File: src/rv_core_params.svh
`ifndef RV_CORE_PARAMS_SVH
`define RV_CORE_PARAMS_SVH

// data path and program counter width
`define RV_XLEN 32

// architectural register count and index width
`define RV_NREGS 32
`define RV_REG_AW 5

// first fetch address after reset
`define RV_RESET_PC 0

// byte increment for a sequential instruction
`define RV_PC_STEP 4

`endif
File: src/rv_ctrl_pkg.sv
package rv_ctrl_pkg;

  // operations the alu can perform
  typedef enum logic [3:0] {
    ADD,
    SUB,
    SLL,
    SLT,
    SLTU,
    XOR,
    SRL,
    SRA,
    OR,
    AND
  } alu_op_e;

  // second alu operand source
  typedef enum logic {
    OPB_REG,
    OPB_IMM
  } opb_sel_e;

  // register write-back source
  typedef enum logic {
    WB_ALU,
    WB_UIMM
  } wb_sel_e;

endpackage

File: src/rv_isa_pkg.sv
package rv_isa_pkg;

  // major opcodes kept by this core
  typedef enum logic [6:0] {
    OP_LUI    = 7'b0110111,
    OP_IMM    = 7'b0010011,
    OP_REG    = 7'b0110011,
    OP_BRANCH = 7'b1100011,
    OP_SYSTEM = 7'b1110011
  } opcode_e;

  // funct3 for the register-immediate and register-register groups
  typedef enum logic [2:0] {
    ADD  = 3'b000,
    SLL  = 3'b001,
    SLT  = 3'b010,
    SLTU = 3'b011,
    XOR  = 3'b100,
    SR   = 3'b101,
    OR   = 3'b110,
    AND  = 3'b111
  } alu_f3_e;

  // funct3 for conditional branches, 010 and 011 are not used
  typedef enum logic [2:0] {
    BEQ  = 3'b000,
    BNE  = 3'b001,
    BLT  = 3'b100,
    BGE  = 3'b101,
    BLTU = 3'b110,
    BGEU = 3'b111
  } br_f3_e;

  // funct7 values
  localparam logic [6:0] F7_BASE = 7'b0000000;
  // picks sub over add and sra over srl
  localparam logic [6:0] F7_ALT = 7'b0100000;

endpackage

File: src/rv_core.sv
`include "rv_core_params.svh"

module rv_core (
  input  logic                  i_clk,
  input  logic                  i_rst,
  input  logic [`RV_XLEN-1:0]   i_insn,
  output logic [`RV_XLEN-1:0]   o_pc,
  output logic                  o_halt,
  output logic                  o_rf_we,
  output logic [`RV_REG_AW-1:0] o_rf_rd,
  output logic [`RV_XLEN-1:0]   o_rf_wdata
);

  logic [`RV_REG_AW-1:0] rs1;
  logic [`RV_REG_AW-1:0] rs2;
  logic [`RV_REG_AW-1:0] rd;
  logic [`RV_XLEN-1:0]   imm;
  rv_ctrl_pkg::alu_op_e  alu_op;
  rv_ctrl_pkg::opb_sel_e opb_sel;
  rv_ctrl_pkg::wb_sel_e  wb_sel;
  logic                  dec_we;
  logic                  branch;
  rv_isa_pkg::br_f3_e    br_f3;
  logic                  halt;
  logic [`RV_XLEN-1:0]   rs1_data;
  logic [`RV_XLEN-1:0]   rs2_data;
  logic [`RV_XLEN-1:0]   opb;
  logic [`RV_XLEN-1:0]   alu_result;
  logic                  eq;
  logic                  lt;
  logic                  ltu;

  rv_decoder rv_decoder_inst (
    .i_insn    (i_insn),
    .o_rs1     (rs1),
    .o_rs2     (rs2),
    .o_rd      (rd),
    .o_imm     (imm),
    .o_alu_op  (alu_op),
    .o_opb_sel (opb_sel),
    .o_wb_sel  (wb_sel),
    .o_rf_we   (dec_we),
    .o_branch  (branch),
    .o_br_f3   (br_f3),
    .o_halt    (halt)
  );

  // no register writes while halted or held in reset
  assign o_rf_we    = dec_we && !halt && !i_rst;
  assign o_rf_rd    = rd;
  assign o_rf_wdata = (wb_sel == rv_ctrl_pkg::WB_UIMM) ? imm : alu_result;
  assign o_halt     = halt;

  rv_regfile rv_regfile_inst (
    .i_clk      (i_clk),
    .i_rst      (i_rst),
    .i_rs1      (rs1),
    .i_rs2      (rs2),
    .i_rd       (rd),
    .i_we       (o_rf_we),
    .i_wdata    (o_rf_wdata),
    .o_rs1_data (rs1_data),
    .o_rs2_data (rs2_data)
  );

  assign opb = (opb_sel == rv_ctrl_pkg::OPB_IMM) ? imm : rs2_data;

  rv_alu rv_alu_inst (
    .i_a      (rs1_data),
    .i_b      (opb),
    .i_op     (alu_op),
    .o_result (alu_result),
    .o_eq     (eq),
    .o_lt     (lt),
    .o_ltu    (ltu)
  );

  // imm holds the b-type offset whenever branch is set
  rv_pc_unit rv_pc_unit_inst (
    .i_clk       (i_clk),
    .i_rst       (i_rst),
    .i_branch    (branch),
    .i_br_f3     (br_f3),
    .i_eq        (eq),
    .i_lt        (lt),
    .i_ltu       (ltu),
    .i_halt      (halt),
    .i_br_offset (imm),
    .o_pc        (o_pc)
  );

endmodule

File: src/rv_pc_unit.sv
`include "rv_core_params.svh"

module rv_pc_unit (
  input  logic                i_clk,
  input  logic                i_rst,
  input  logic                i_branch,
  input  rv_isa_pkg::br_f3_e  i_br_f3,
  input  logic                i_eq,
  input  logic                i_lt,
  input  logic                i_ltu,
  input  logic                i_halt,
  input  logic [`RV_XLEN-1:0] i_br_offset,
  output logic [`RV_XLEN-1:0] o_pc
);

  logic                cond;
  logic                taken;
  logic [`RV_XLEN-1:0] pc_inc;

  // branch condition from the alu flags
  always_comb begin
    case (i_br_f3)
      rv_isa_pkg::BEQ:  cond = i_eq;
      rv_isa_pkg::BNE:  cond = !i_eq;
      rv_isa_pkg::BLT:  cond = i_lt;
      rv_isa_pkg::BGE:  cond = !i_lt;
      rv_isa_pkg::BLTU: cond = i_ltu;
      rv_isa_pkg::BGEU: cond = !i_ltu;
      default:          cond = 1'b0;
    endcase
  end

  assign taken  = i_branch && cond;
  assign pc_inc = taken ? i_br_offset : `RV_XLEN'(`RV_PC_STEP);

  // halt freezes the pc so ecall is presented every cycle after
  always_ff @(posedge i_clk) begin
    if (i_rst) begin
      o_pc <= `RV_XLEN'(`RV_RESET_PC);
    end else if (!i_halt) begin
      o_pc <= o_pc + pc_inc;
    end
  end

endmodule

File: src/rv_regfile.sv
`include "rv_core_params.svh"

module rv_regfile (
  input  logic                  i_clk,
  input  logic                  i_rst,
  input  logic [`RV_REG_AW-1:0] i_rs1,
  input  logic [`RV_REG_AW-1:0] i_rs2,
  input  logic [`RV_REG_AW-1:0] i_rd,
  input  logic                  i_we,
  input  logic [`RV_XLEN-1:0]   i_wdata,
  output logic [`RV_XLEN-1:0]   o_rs1_data,
  output logic [`RV_XLEN-1:0]   o_rs2_data
);

  logic [`RV_XLEN-1:0] regs [`RV_NREGS];

  always_ff @(posedge i_clk) begin
    if (i_rst) begin
      for (int i = 0; i < `RV_NREGS; i++) begin
        regs[i] <= '0;
      end
    end else if (i_we && i_rd != '0) begin
      regs[i_rd] <= i_wdata;
    end
  end

  // x0 reads as zero whatever the array holds
  assign o_rs1_data = (i_rs1 == '0) ? '0 : regs[i_rs1];
  assign o_rs2_data = (i_rs2 == '0) ? '0 : regs[i_rs2];

endmodule

File: src/rv_alu.sv
`include "rv_core_params.svh"

module rv_alu (
  input  logic [`RV_XLEN-1:0]  i_a,
  input  logic [`RV_XLEN-1:0]  i_b,
  input  rv_ctrl_pkg::alu_op_e i_op,
  output logic [`RV_XLEN-1:0]  o_result,
  output logic                 o_eq,
  output logic                 o_lt,
  output logic                 o_ltu
);

  logic [`RV_XLEN:0]   diff;
  logic [4:0]          shamt;
  logic                sign_a;
  logic                sign_b;

  // one subtractor serves sub, the set-less-than ops and the branch flags
  assign diff   = {1'b0, i_a} - {1'b0, i_b};
  assign sign_a = i_a[`RV_XLEN-1];
  assign sign_b = i_b[`RV_XLEN-1];
  assign shamt  = i_b[4:0];

  assign o_eq  = (diff[`RV_XLEN-1:0] == '0);
  // borrow out of the wide subtract
  assign o_ltu = diff[`RV_XLEN];
  // signs differ: a is less when it is negative
  assign o_lt  = (sign_a != sign_b) ? sign_a : diff[`RV_XLEN-1];

  always_comb begin
    case (i_op)
      rv_ctrl_pkg::ADD:  o_result = i_a + i_b;
      rv_ctrl_pkg::SUB:  o_result = diff[`RV_XLEN-1:0];
      rv_ctrl_pkg::SLL:  o_result = i_a << shamt;
      rv_ctrl_pkg::SLT:  o_result = {{(`RV_XLEN-1){1'b0}}, o_lt};
      rv_ctrl_pkg::SLTU: o_result = {{(`RV_XLEN-1){1'b0}}, o_ltu};
      rv_ctrl_pkg::XOR:  o_result = i_a ^ i_b;
      rv_ctrl_pkg::SRL:  o_result = i_a >> shamt;
      rv_ctrl_pkg::SRA:  o_result = $unsigned($signed(i_a) >>> shamt);
      rv_ctrl_pkg::OR:   o_result = i_a | i_b;
      rv_ctrl_pkg::AND:  o_result = i_a & i_b;
      default:           o_result = '0;
    endcase
  end

endmodule

File: src/rv_decoder.sv
`include "rv_core_params.svh"

module rv_decoder (
  input  logic [`RV_XLEN-1:0]   i_insn,
  output logic [`RV_REG_AW-1:0] o_rs1,
  output logic [`RV_REG_AW-1:0] o_rs2,
  output logic [`RV_REG_AW-1:0] o_rd,
  output logic [`RV_XLEN-1:0]   o_imm,
  output rv_ctrl_pkg::alu_op_e  o_alu_op,
  output rv_ctrl_pkg::opb_sel_e o_opb_sel,
  output rv_ctrl_pkg::wb_sel_e  o_wb_sel,
  output logic                  o_rf_we,
  output logic                  o_branch,
  output rv_isa_pkg::br_f3_e    o_br_f3,
  output logic                  o_halt
);

  rv_isa_pkg::opcode_e opcode;
  rv_isa_pkg::alu_f3_e funct3;
  logic [6:0]          funct7;
  logic                alt;
  logic [`RV_XLEN-1:0] imm_i;
  logic [`RV_XLEN-1:0] imm_b;
  logic [`RV_XLEN-1:0] imm_u;

  // fixed field positions shared by every format
  assign opcode = rv_isa_pkg::opcode_e'(i_insn[6:0]);
  assign funct3 = rv_isa_pkg::alu_f3_e'(i_insn[14:12]);
  assign funct7 = i_insn[31:25];
  assign alt    = (funct7 == rv_isa_pkg::F7_ALT);
  assign o_rd   = i_insn[11:7];
  assign o_rs1  = i_insn[19:15];
  assign o_rs2  = i_insn[24:20];

  // immediates, sign bit is always insn[31]
  assign imm_i = {{20{i_insn[31]}}, i_insn[31:20]};
  assign imm_b = {{19{i_insn[31]}}, i_insn[31], i_insn[7], i_insn[30:25], i_insn[11:8], 1'b0};
  assign imm_u = {i_insn[31:12], 12'b0};

  assign o_br_f3 = rv_isa_pkg::br_f3_e'(i_insn[14:12]);

  always_comb begin
    o_imm     = imm_i;
    o_alu_op  = rv_ctrl_pkg::SUB;
    o_opb_sel = rv_ctrl_pkg::OPB_REG;
    o_wb_sel  = rv_ctrl_pkg::WB_ALU;
    o_rf_we   = 1'b0;
    o_branch  = 1'b0;
    o_halt    = 1'b0;
    case (opcode)
      rv_isa_pkg::OP_LUI: begin
        o_imm    = imm_u;
        o_wb_sel = rv_ctrl_pkg::WB_UIMM;
        o_rf_we  = 1'b1;
      end
      rv_isa_pkg::OP_IMM, rv_isa_pkg::OP_REG: begin
        o_rf_we = 1'b1;
        if (opcode == rv_isa_pkg::OP_IMM) begin
          o_opb_sel = rv_ctrl_pkg::OPB_IMM;
        end
        case (funct3)
          // only the register form has sub
          rv_isa_pkg::ADD: begin
            o_alu_op = (opcode == rv_isa_pkg::OP_REG && alt) ? rv_ctrl_pkg::SUB
                                                             : rv_ctrl_pkg::ADD;
          end
          rv_isa_pkg::SLL:  o_alu_op = rv_ctrl_pkg::SLL;
          rv_isa_pkg::SLT:  o_alu_op = rv_ctrl_pkg::SLT;
          rv_isa_pkg::SLTU: o_alu_op = rv_ctrl_pkg::SLTU;
          rv_isa_pkg::XOR:  o_alu_op = rv_ctrl_pkg::XOR;
          rv_isa_pkg::SR:   o_alu_op = alt ? rv_ctrl_pkg::SRA : rv_ctrl_pkg::SRL;
          rv_isa_pkg::OR:   o_alu_op = rv_ctrl_pkg::OR;
          default:          o_alu_op = rv_ctrl_pkg::AND;
        endcase
      end
      rv_isa_pkg::OP_BRANCH: begin
        // compare flags come from the alu subtractor, rs2 as operand b
        o_imm    = imm_b;
        o_branch = 1'b1;
      end
      rv_isa_pkg::OP_SYSTEM: begin
        // ecall is the all-zero system encoding
        o_halt = (i_insn[31:7] == '0);
      end
      default: ;
    endcase
  end

endmodule

File: config.mk
export PLATFORM = sky130hd
export DESIGN_NAME = rv_core
export DESIGN_NICKNAME = d
export VERILOG_FILES = /design/src/rv_ctrl_pkg.sv /design/src/rv_isa_pkg.sv /design/src/rv_core.sv /design/src/rv_pc_unit.sv /design/src/rv_regfile.sv /design/src/rv_alu.sv /design/src/rv_decoder.sv
export VERILOG_INCLUDE_DIRS = /design/src
export SDC_FILE = /design/constraint.sdc
export NUM_CORES = 2
export LEC_CHECK = 0
export BUFFER_PORTS_ARGS = -buffer_cell sky130_fd_sc_hd__buf_2
export CAP_MARGIN = 20
export CORE_AREA = 2 2 470 472
export CTS_CLUSTER_SIZE = 40
export DETAILED_ROUTE_END_ITERATION = 10
export DIE_AREA = 0 0 472 474
export SYNTH_ARGS = -nofsm -noshare
export SYNTH_HDL_FRONTEND = slang
export SYNTH_SLANG_ARGS = --single-unit
File: constraint.sdc
create_clock -name i_clk -period 18.4 [get_ports i_clk]
set_clock_uncertainty 0.1 [all_clocks]
set_input_delay 3.68 -clock i_clk [delete_from_list [all_inputs] [get_ports i_clk]]
set_output_delay 3.68 -clock i_clk [all_outputs]
set_load 0.005 [all_outputs]
# After elaboration in Yosys (flattened, before gate mapping)
# Memories as Yosys holds them, arrays and structs flattened.
# Index checks and enable logic that the tools add are counted.
[totals]
reg_bits = 32
mem_bits_rw = 1024
inputBits = 34
out_inout_bits = 71
wordCells = 81
memories = 1
[op_classes]
n_addsub = 3
n_eq_ne = 23
n_shift = 3
n_mux = 27
n_bitwise = 3
n_reduce_logical = 20
[memory_table]
columns = ["memory", "words", "width", "rd", "rd_ports_with_merged_regs", "write_ports", "line", "source"]
rows = [
  ["rv_regfile_inst.regs", 32, 32, 2, 0, 32, "rv_regfile.sv:15", "logic [`RV_XLEN-1:0] regs [`RV_NREGS];"],
]
[op_table]
columns = ["cell", "count"]
rows = [
  ["32-bit case mux with 10 select lines", 1],
  ["32-bit two-way mux", 6],
  ["32-bit adder", 2],
  ["31-bit case mux with 2 select lines", 1],
  ["32-bit by 32-bit subtractor with 33-bit output", 1],
  ["32-bit bitwise AND", 1],
  ["32-bit zero test", 1],
  ["32-bit bitwise OR", 1],
  ["32-bit OR reduction", 1],
  ["32-bit by 5-bit left shift with 32-bit output", 1],
  ["32-bit by 5-bit >> shifter with 32-bit output", 1],
  ["32-bit by 5-bit >>> shifter with 32-bit output", 1],
  ["32-bit XOR", 1],
  ["4-bit case mux with 7 select lines", 1],
  ["25-bit zero test", 1],
  ["7-bit by 6-bit equality test with 1-bit output (second input constant)", 3],
  ["4-bit by 3-bit equality test with 1-bit output (second input constant)", 4],
  ["1-bit two-way mux", 15],
  ["7-bit equality test (second input constant)", 2],
  ["3-bit equality test (second input constant)", 4],
  ["5-bit zero test", 2],
  ["4-bit by 2-bit equality test with 1-bit output (second input constant)", 2],
  ["4-bit equality test (second input constant)", 2],
  ["7-bit by 5-bit equality test with 1-bit output (second input constant)", 1],
  ["14 further kinds", 23],
]

# Logic depth before layout (Yosys ltp)
[logic_depth]
ltp_word = 11
ltp_mapped = 51

# Modules after synthesis
# From an unflattened synthesis, not the netlist that was laid out.
[hier_totals]
cells_unflattened = 5441
area_unflattened_um2 = 68056.5
[modules_own_cells]
columns = ["module", "instances", "cells_each", "area_per_inst_um2", "seq_area_each_um2"]
rows = [
  ["rv_regfile", 1, 3502, 54253.3, 30749.5],
  ["rv_alu", 1, 1346, 8847.2, 0.0],
  ["rv_pc_unit", 1, 414, 3116.7, 640.6],
  ["rv_core", 1, 73, 1096.1, 0.0],
  ["rv_decoder", 1, 106, 743.2, 0.0],
]

# Least setup slack after synthesis
# OpenSTA, ideal clock, no wires.
[synth_timing]
kind = "input to register"
from = "input port i_insn[20]"
to = "register rv_pc_unit_inst.o_pc[31]"
arrival_time_ns = 14.646
setup_slack_ns = 3.515
stages = 49
path_cell_list = "buf_6 > buf_6 > buf_2 > buf_2 > buf_2 > buf_1 > buf_1 > mux4_2 > mux2i_1 > nand2_1 > o2111ai_1 > nand2_1 > ha_1 > nor4_1 > nand2_1 > a2111o_1 > a21oi_1 > and2_1 > (+13 left out) > xor2_1 > a22oi_1 > clkbuf_1 > nor4bb_1 > ha_1 > a21oi_1 > nor2b_1 > or2_2 > a2111oi_0 > a22oi_1 > o311a_1 > nand3_1 > a31oi_1 > a21o_1 > a21oi_1 > nor4_1 > a311oi_1 > o2111ai_1"
[synth_via]
elab_chain_len = 10
elab_cells_between_ends = 18
classes_between = "2 x add/sub; 1 x eq/ne; 7 x mux; 7 x reduce/logical; 1 x memory"
[synth_lines]
columns = ["item", "line", "source"]
rows = [
  ["start, declared", "rv_core.sv:6", "input logic [`RV_XLEN-1:0] i_insn,"],
  ["memory 32 x 32 bit or 5-bit zero test (tied branches)", "n/a", ""],
  ["32-bit two-way mux", "rv_regfile.sv:29", "assign o_rs2_data = (i_rs2 == '0) ? '0 : regs[i_rs2];"],
  ["32-bit two-way mux", "rv_core.sv:66", "assign opb = (opb_sel == rv_ctrl_pkg::OPB_IMM) ? imm : rs2_data;"],
  ["32-bit by 32-bit subtractor with 33-bit output or 1-bit != test (tied branches)", "rv_alu.sv:19, rv_alu.sv:28", ""],
  ["32-bit zero test or 1-bit two-way mux (tied branches)", "rv_alu.sv:24, rv_alu.sv:28", ""],
  ["1-bit zero test, on equally long branches", "rv_pc_unit.sv:24, rv_pc_unit.sv:26", ""],
  ["1-bit case mux with 6 select lines", "rv_pc_unit.sv:22", "case (i_br_f3)"],
  ["1-bit logical AND", "rv_pc_unit.sv:33", "assign taken = i_branch && cond;"],
  ["32-bit two-way mux", "rv_pc_unit.sv:34", "assign pc_inc = taken ? i_br_offset : `RV_XLEN'(`RV_PC_STEP);"],
  ["32-bit adder", "rv_pc_unit.sv:41", "o_pc <= o_pc + pc_inc;"],
  ["end signal, assigned", "rv_pc_unit.sv:39", "o_pc <= `RV_XLEN'(`RV_RESET_PC);"],
  ["end signal, assigned", "rv_pc_unit.sv:41", ""],
  ["end, declared", "rv_pc_unit.sv:13", "output logic [`RV_XLEN-1:0] o_pc"],
]
# Parallel ways exist; a longest one is shown, timed or not.
# A chain may end at the register's enable or synchronous reset.

# Worst setup path after layout
[layout_timing]
from = "input port i_insn[15]"
to = "output port o_rf_wdata[0]"
[layout_via]
elab_chain_len = 6
elab_cells_between_ends = 17
classes_between = "2 x add/sub; 1 x eq/ne; 3 x shift; 6 x mux; 3 x bitwise; 1 x reduce/logical; 1 x memory"
[layout_lines]
columns = ["item", "line", "source"]
rows = [
  ["memory 32 x 32 bit (tied with other cells)", "n/a", ""],
  ["32-bit two-way mux, on equally long branches", "rv_regfile.sv:28, rv_core.sv:66", ""],
  ["32-bit by 32-bit subtractor with 33-bit output or 1-bit != test (tied branches)", "rv_alu.sv:19, rv_alu.sv:28", ""],
  ["1-bit two-way mux", "rv_alu.sv:28", "assign o_lt = (sign_a != sign_b) ? sign_a : diff[`RV_XLEN-1];"],
  ["32-bit case mux with 10 select lines (*)", "rv_alu.sv:31", "case (i_op)"],
  ["32-bit two-way mux (*)", "rv_core.sv:51", "assign o_rf_wdata = (wb_sel == rv_ctrl_pkg::WB_UIMM) ? imm : alu_result;"],
  ["end, declared", "rv_core.sv:11", "output logic [`RV_XLEN-1:0] o_rf_wdata"],
]
# Mark *: on every way between the ends. The rest lies on a longest branch, timed or not.

==> impl_metrics.xml <==
<?xml version="1.0" encoding="UTF-8"?>
<metrics>
  <group name="worst_setup_path">
    <metric name="cp_max_stage_delay" unit="ns">0.83</metric>
    <metric name="critical-path-top-delay-family" unit="">compound AO/OA/AOI/OAI gates</metric>
    <metric name="regToRegEndpoint" unit="">rv_pc_unit_inst.o_pc[31]$_SDFFE_PP0N_</metric>
    <metric name="critPathCaptureType" unit="">primary output</metric>
    <metric name="r2r_slack" unit="ns">6.08</metric>
    <metric name="worst-path-buf-inv" unit="">4</metric>
    <metric name="required" unit="ns">14.62</metric>
    <metric name="worstSetupPathDepth" unit="">27</metric>
    <metric name="startpoint" unit="">i_insn[15]</metric>
    <metric name="cpMostUsedCell" unit="">nor2_1</metric>
    <metric name="ws_path_type" unit="">input port to primary output</metric>
    <metric name="worst_path_max_fanout" unit="">65</metric>
    <metric name="critical_path_start_type" unit="">input port</metric>
    <metric name="crit-reg2reg-launch" unit="">rv_regfile_inst.regs[8][13]$_SDFFCE_PN0P_</metric>
    <metric name="worst_path_max_delay_cell" unit="">nor4_1</metric>
    <metric name="worstSetupEndpoint" unit="">o_rf_wdata[0]</metric>
    <metric name="r2r.worst_path.cells" unit="">42</metric>
    <metric name="arrival" unit="ns">12.32</metric>
  </group>
  <group name="clocking">
    <metric name="cts_made_buffers" unit="">107</metric>
    <metric name="cts-htree-levels" unit="">3</metric>
    <metric name="clock-sinks" unit="">1056</metric>
    <metric name="cts_post_setup_buffers_inserted" unit="">0</metric>
    <metric name="cts_repair_resize_count" unit="">0</metric>
    <metric name="clk_transition_reported_paths" unit="ns">0.06</metric>
    <metric name="clk_root_buffer_cell" unit="">clkbuf_16</metric>
    <metric name="clock_tree.buffer_depth" unit="">3</metric>
    <metric name="cts_tree" unit="">built</metric>
    <metric name="hold_buffers" unit="">0</metric>
    <metric name="insertion_delay_to_the_later_sink_of_the_worst_skew_pair" unit="ns">0.76</metric>
  </group>
  <group name="global_routing">
    <metric name="global_route_wire_length_before_repair" unit="µm">355400</metric>
    <metric name="grt_usage" unit="">0.2189</metric>
    <metric name="grt_antenna_before_repair" unit="">9</metric>
    <metric name="gr_ovfl_total" unit="">0</metric>
    <metric name="largest_net_degree_at_the_start_of_global_routing" unit="">94</metric>
    <metric name="first_global_vias" unit="">47980</metric>
  </group>
  <group name="die">
    <metric name="ioPinCount" unit="">105</metric>
    <metric name="die_area" unit="mm²">0.2237</metric>
    <metric name="dieWidth" unit="µm">472</metric>
    <metric name="fp.dieH" unit="µm">474</metric>
    <metric name="starting_utilization_of_the_core_area" unit="">0.2983</metric>
    <metric name="rows" unit="">172</metric>
    <metric name="placeable_core_region" unit="mm²">0.2187</metric>
  </group>
  <group name="logic_synthesis">
    <metric name="synth_top_flop_cell" unit="">edfxtp_1</metric>
    <metric name="yosys.area_share.adder" unit="">0.02578</metric>
    <metric name="synth_common_cells" unit="">nor2_1, edfxtp_1, mux4_2</metric>
    <metric name="xor_xnor_fraction_of_synth_area" unit="">0.006848</metric>
    <metric name="yosys-mux-area-fraction" unit="">0.2477</metric>
    <metric name="synth_compound_gate_area_share" unit="">0.06904</metric>
    <metric name="synth.cell_area" unit="mm²">0.06523</metric>
    <metric name="most_instantiated_library_cell_after_synthesis" unit="">nor2_1</metric>
    <metric name="yosysSeqAreaShare" unit="">0.4813</metric>
    <metric name="syn_inst" unit="">5273</metric>
    <metric name="dominant_cell_type_by_area_after_synthesis" unit="">edfxtp_1</metric>
    <metric name="syn_area_per_cell" unit="µm²">12.37</metric>
    <metric name="yosysWarningCount" unit="">0</metric>
    <metric name="number_of_flops_mapped_to_enable_cells_by_yosys" unit="">1024</metric>
    <metric name="main_combinational_cell_family_by_area_after_synthesis" unit="">multiplexers</metric>
    <metric name="ys_async_sr_fraction" unit="">0</metric>
    <metric name="synth_seq_cells" unit="">1056</metric>
    <metric name="synthTopCellsByArea" unit="">edfxtp_1, mux4_2, nor2_1, mux2i_1, ha_1</metric>
    <metric name="synthDominantCellAreaShare" unit="">0.4714</metric>
    <metric name="yosysUniqueCellTypes" unit="">99</metric>
    <metric name="post_synth_and_or_nand_nor_area_fraction" unit="">0.1233</metric>
  </group>
  <group name="timing">
    <metric name="grt_setup_unrepaired" unit="">false</metric>
    <metric name="finalCritPeriodShare" unit="">0.8748</metric>
    <metric name="fmax" unit="MHz">62.13</metric>
    <metric name="maxSlewHeadroom" unit="">0.2083</metric>
    <metric name="worst-slew-pin-transition" unit="ns">1.184</metric>
    <metric name="timing.final.crit_period" unit="ns">16.10</metric>
    <metric name="final_setup_violation_count" unit="">0</metric>
    <metric name="finalHoldViolations" unit="">0</metric>
    <metric name="setup-tns-final" unit="ns">0</metric>
    <metric name="timing.final.max_slew_violations" unit="">0</metric>
  </group>
  <group name="detailed_routing">
    <metric name="drc" unit="">0</metric>
    <metric name="detail_route.first_pass.iterations" unit="">6</metric>
    <metric name="routed_wirelength" unit="µm">251700</metric>
    <metric name="routedWlPerCell" unit="µm">31.00</metric>
    <metric name="detail_route.vias_per_cell" unit="">5.987</metric>
    <metric name="final_antenna_net_count" unit="">0</metric>
    <metric name="dr_total_vias" unit="">48610</metric>
    <metric name="violation_count_after_the_first_detailed_routing_iteration" unit="">7048</metric>
  </group>
  <group name="place">
    <metric name="dp_hpwl" unit="µm">163900</metric>
    <metric name="place.port_buffers" unit="">104</metric>
    <metric name="number_of_placed_cells_counting_well_taps" unit="">7918</metric>
    <metric name="place_congestion" unit="">0.9652</metric>
  </group>
  <group name="run_status">
    <metric name="status" unit="">finished, final reports clean</metric>
  </group>
  <group name="pwr">
    <metric name="power.density" unit="mW/mm²">100.6</metric>
    <metric name="total_leakage_power" unit="µW">0.02675</metric>
    <metric name="peakVddDrop" unit="mV">0.07870</metric>
  </group>
  <group name="layout">
    <metric name="layout.cells.non_filler" unit="">8118</metric>
    <metric name="final.fill_count" unit="">21410</metric>
    <metric name="drive_gt1_frac" unit="">0.2284</metric>
    <metric name="areaGrowthSynthToFinish" unit="%">11.06</metric>
    <metric name="nNetsFinal" unit="">5322</metric>
  </group>
  <group name="run">
    <metric name="drv.max_cap_violation_count" unit="">0</metric>
  </group>
  <group name="worst_hold_path">
    <metric name="holdCritPathClass" unit="">register to register</metric>
  </group>
</metrics>
[cell families after synthesis]
group / after synthesis
buffers and inverters: 664
XOR/XNOR: 51
AO/OA/AOI/OAI: 660
flip-flops: 1056
multiplexers: 832
adder cells (fa/ha/maj): 132
AND/OR/NAND/NOR: 1877
other: 1
[worst min-delay path, stage by stage (launching register included)]
cell,delay (ns)
dfxtp_1,0.33
nand2_1,0.06
a21oi_1,0.05
[registers in the layout, indices dropped and copies added (netlist names)]
register	cells
rv_pc_unit_inst.o_pc	32
rv_regfile_inst.regs	1024
[final cells by class]
cell class	count	area [µm²]	share of cell area
Sequential cell	1056	31390	0.4333
Antenna cell	2	5.005	0.00006909
Clock inverter	77	875.8	0.01209
Timing Repair Buffer	268	1924	0.02657
Multi-Input combinational cell	3585	31380	0.4332
Tap cell	2871	3592	0.04959
Clock buffer	121	2751	0.03798
Inverter	138	519.2	0.007168
[metrics by stage]
step	utilization	hold WS [ns]	power [µW]	worst slack [ns]	cell area [µm²]
global placement	0.3147	0.3654	4974	1.716	68810
global route	0.3313	0.4093	7487	1.442	72440
CTS	0.3313	0.3863	7250	2.522	72430
detailed placement	0.3147	0.3759	4981	1.907	68810
floorplan	-	0.3694	4140	3.515	65350
finish	0.3313	0.3837	7287	2.304	72440
[cell usage in the layout, fill, tap and decap left out, types with 20 or more instances in the layout]
| cell type | n |
|---|---|
| a211oi_1 | 33 |
| a21o_1 | 26 |
| a21oi_1 | 167 |
| a221oi_1 | 25 |
| and2_1 | 21 |
| and3_1 | 22 |
| buf_2 | 95 |
| buf_4 | 158 |
| clkbuf_16 | 108 |
| clkinv_1 | 29 |
| conb_1 | 33 |
| dfxtp_1 | 32 |
| edfxtp_1 | 1024 |
| ha_1 | 128 |
| inv_1 | 125 |
| mux2i_1 | 193 |
| mux4_2 | 624 |
| nand2_1 | 261 |
| nand2b_1 | 24 |
| nand3_1 | 71 |
| nor2_1 | 1212 |
| nor3_1 | 51 |
| nor4bb_1 | 20 |
| o211ai_1 | 25 |
| o21ai_0 | 128 |
| o221ai_1 | 24 |
| or2_2 | 29 |
| xnor2_1 | 43 |
[report_power, final]
| group | internal (µW) | switching [µW] |
|---|---|---|
| Sequential | 2710 | 43.4 |
| Clock | 1310 | 989 |
| Combinational | 651 | 1580 |
[worst min path at each step]
stage          cells after the start                             startpoint                               endpoint  slack [ns]
2_1_floorplan                      2   rv_pc_unit_inst.o_pc[0]$_SDFFE_PP0N_   rv_pc_unit_inst.o_pc[0]$_SDFFE_PP0N_        0.37
3_3_place_gp                       2   rv_pc_unit_inst.o_pc[0]$_SDFFE_PP0N_   rv_pc_unit_inst.o_pc[0]$_SDFFE_PP0N_        0.37
3_5_place_dp                       2   rv_pc_unit_inst.o_pc[0]$_SDFFE_PP0N_   rv_pc_unit_inst.o_pc[0]$_SDFFE_PP0N_        0.38
4_1_cts                            2   rv_pc_unit_inst.o_pc[0]$_SDFFE_PP0N_   rv_pc_unit_inst.o_pc[0]$_SDFFE_PP0N_        0.39
5_1_grt                            2  rv_pc_unit_inst.o_pc[14]$_SDFFE_PP0N_  rv_pc_unit_inst.o_pc[14]$_SDFFE_PP0N_        0.41
6_report                           2  rv_pc_unit_inst.o_pc[10]$_SDFFE_PP0N_  rv_pc_unit_inst.o_pc[10]$_SDFFE_PP0N_        0.38
[routing by layer]
layer / track usage / routed length [µm] / part of all wire
met5: 0 / 32 / 0.00013
met4: 0.1041 / 13190 / 0.052
met3: 0.04414 / 26280 / 0.10
met2: 0.3637 / 120800 / 0.48
met1: 0.2728 / 91400 / 0.36
(Power assumes the default switching activity.)
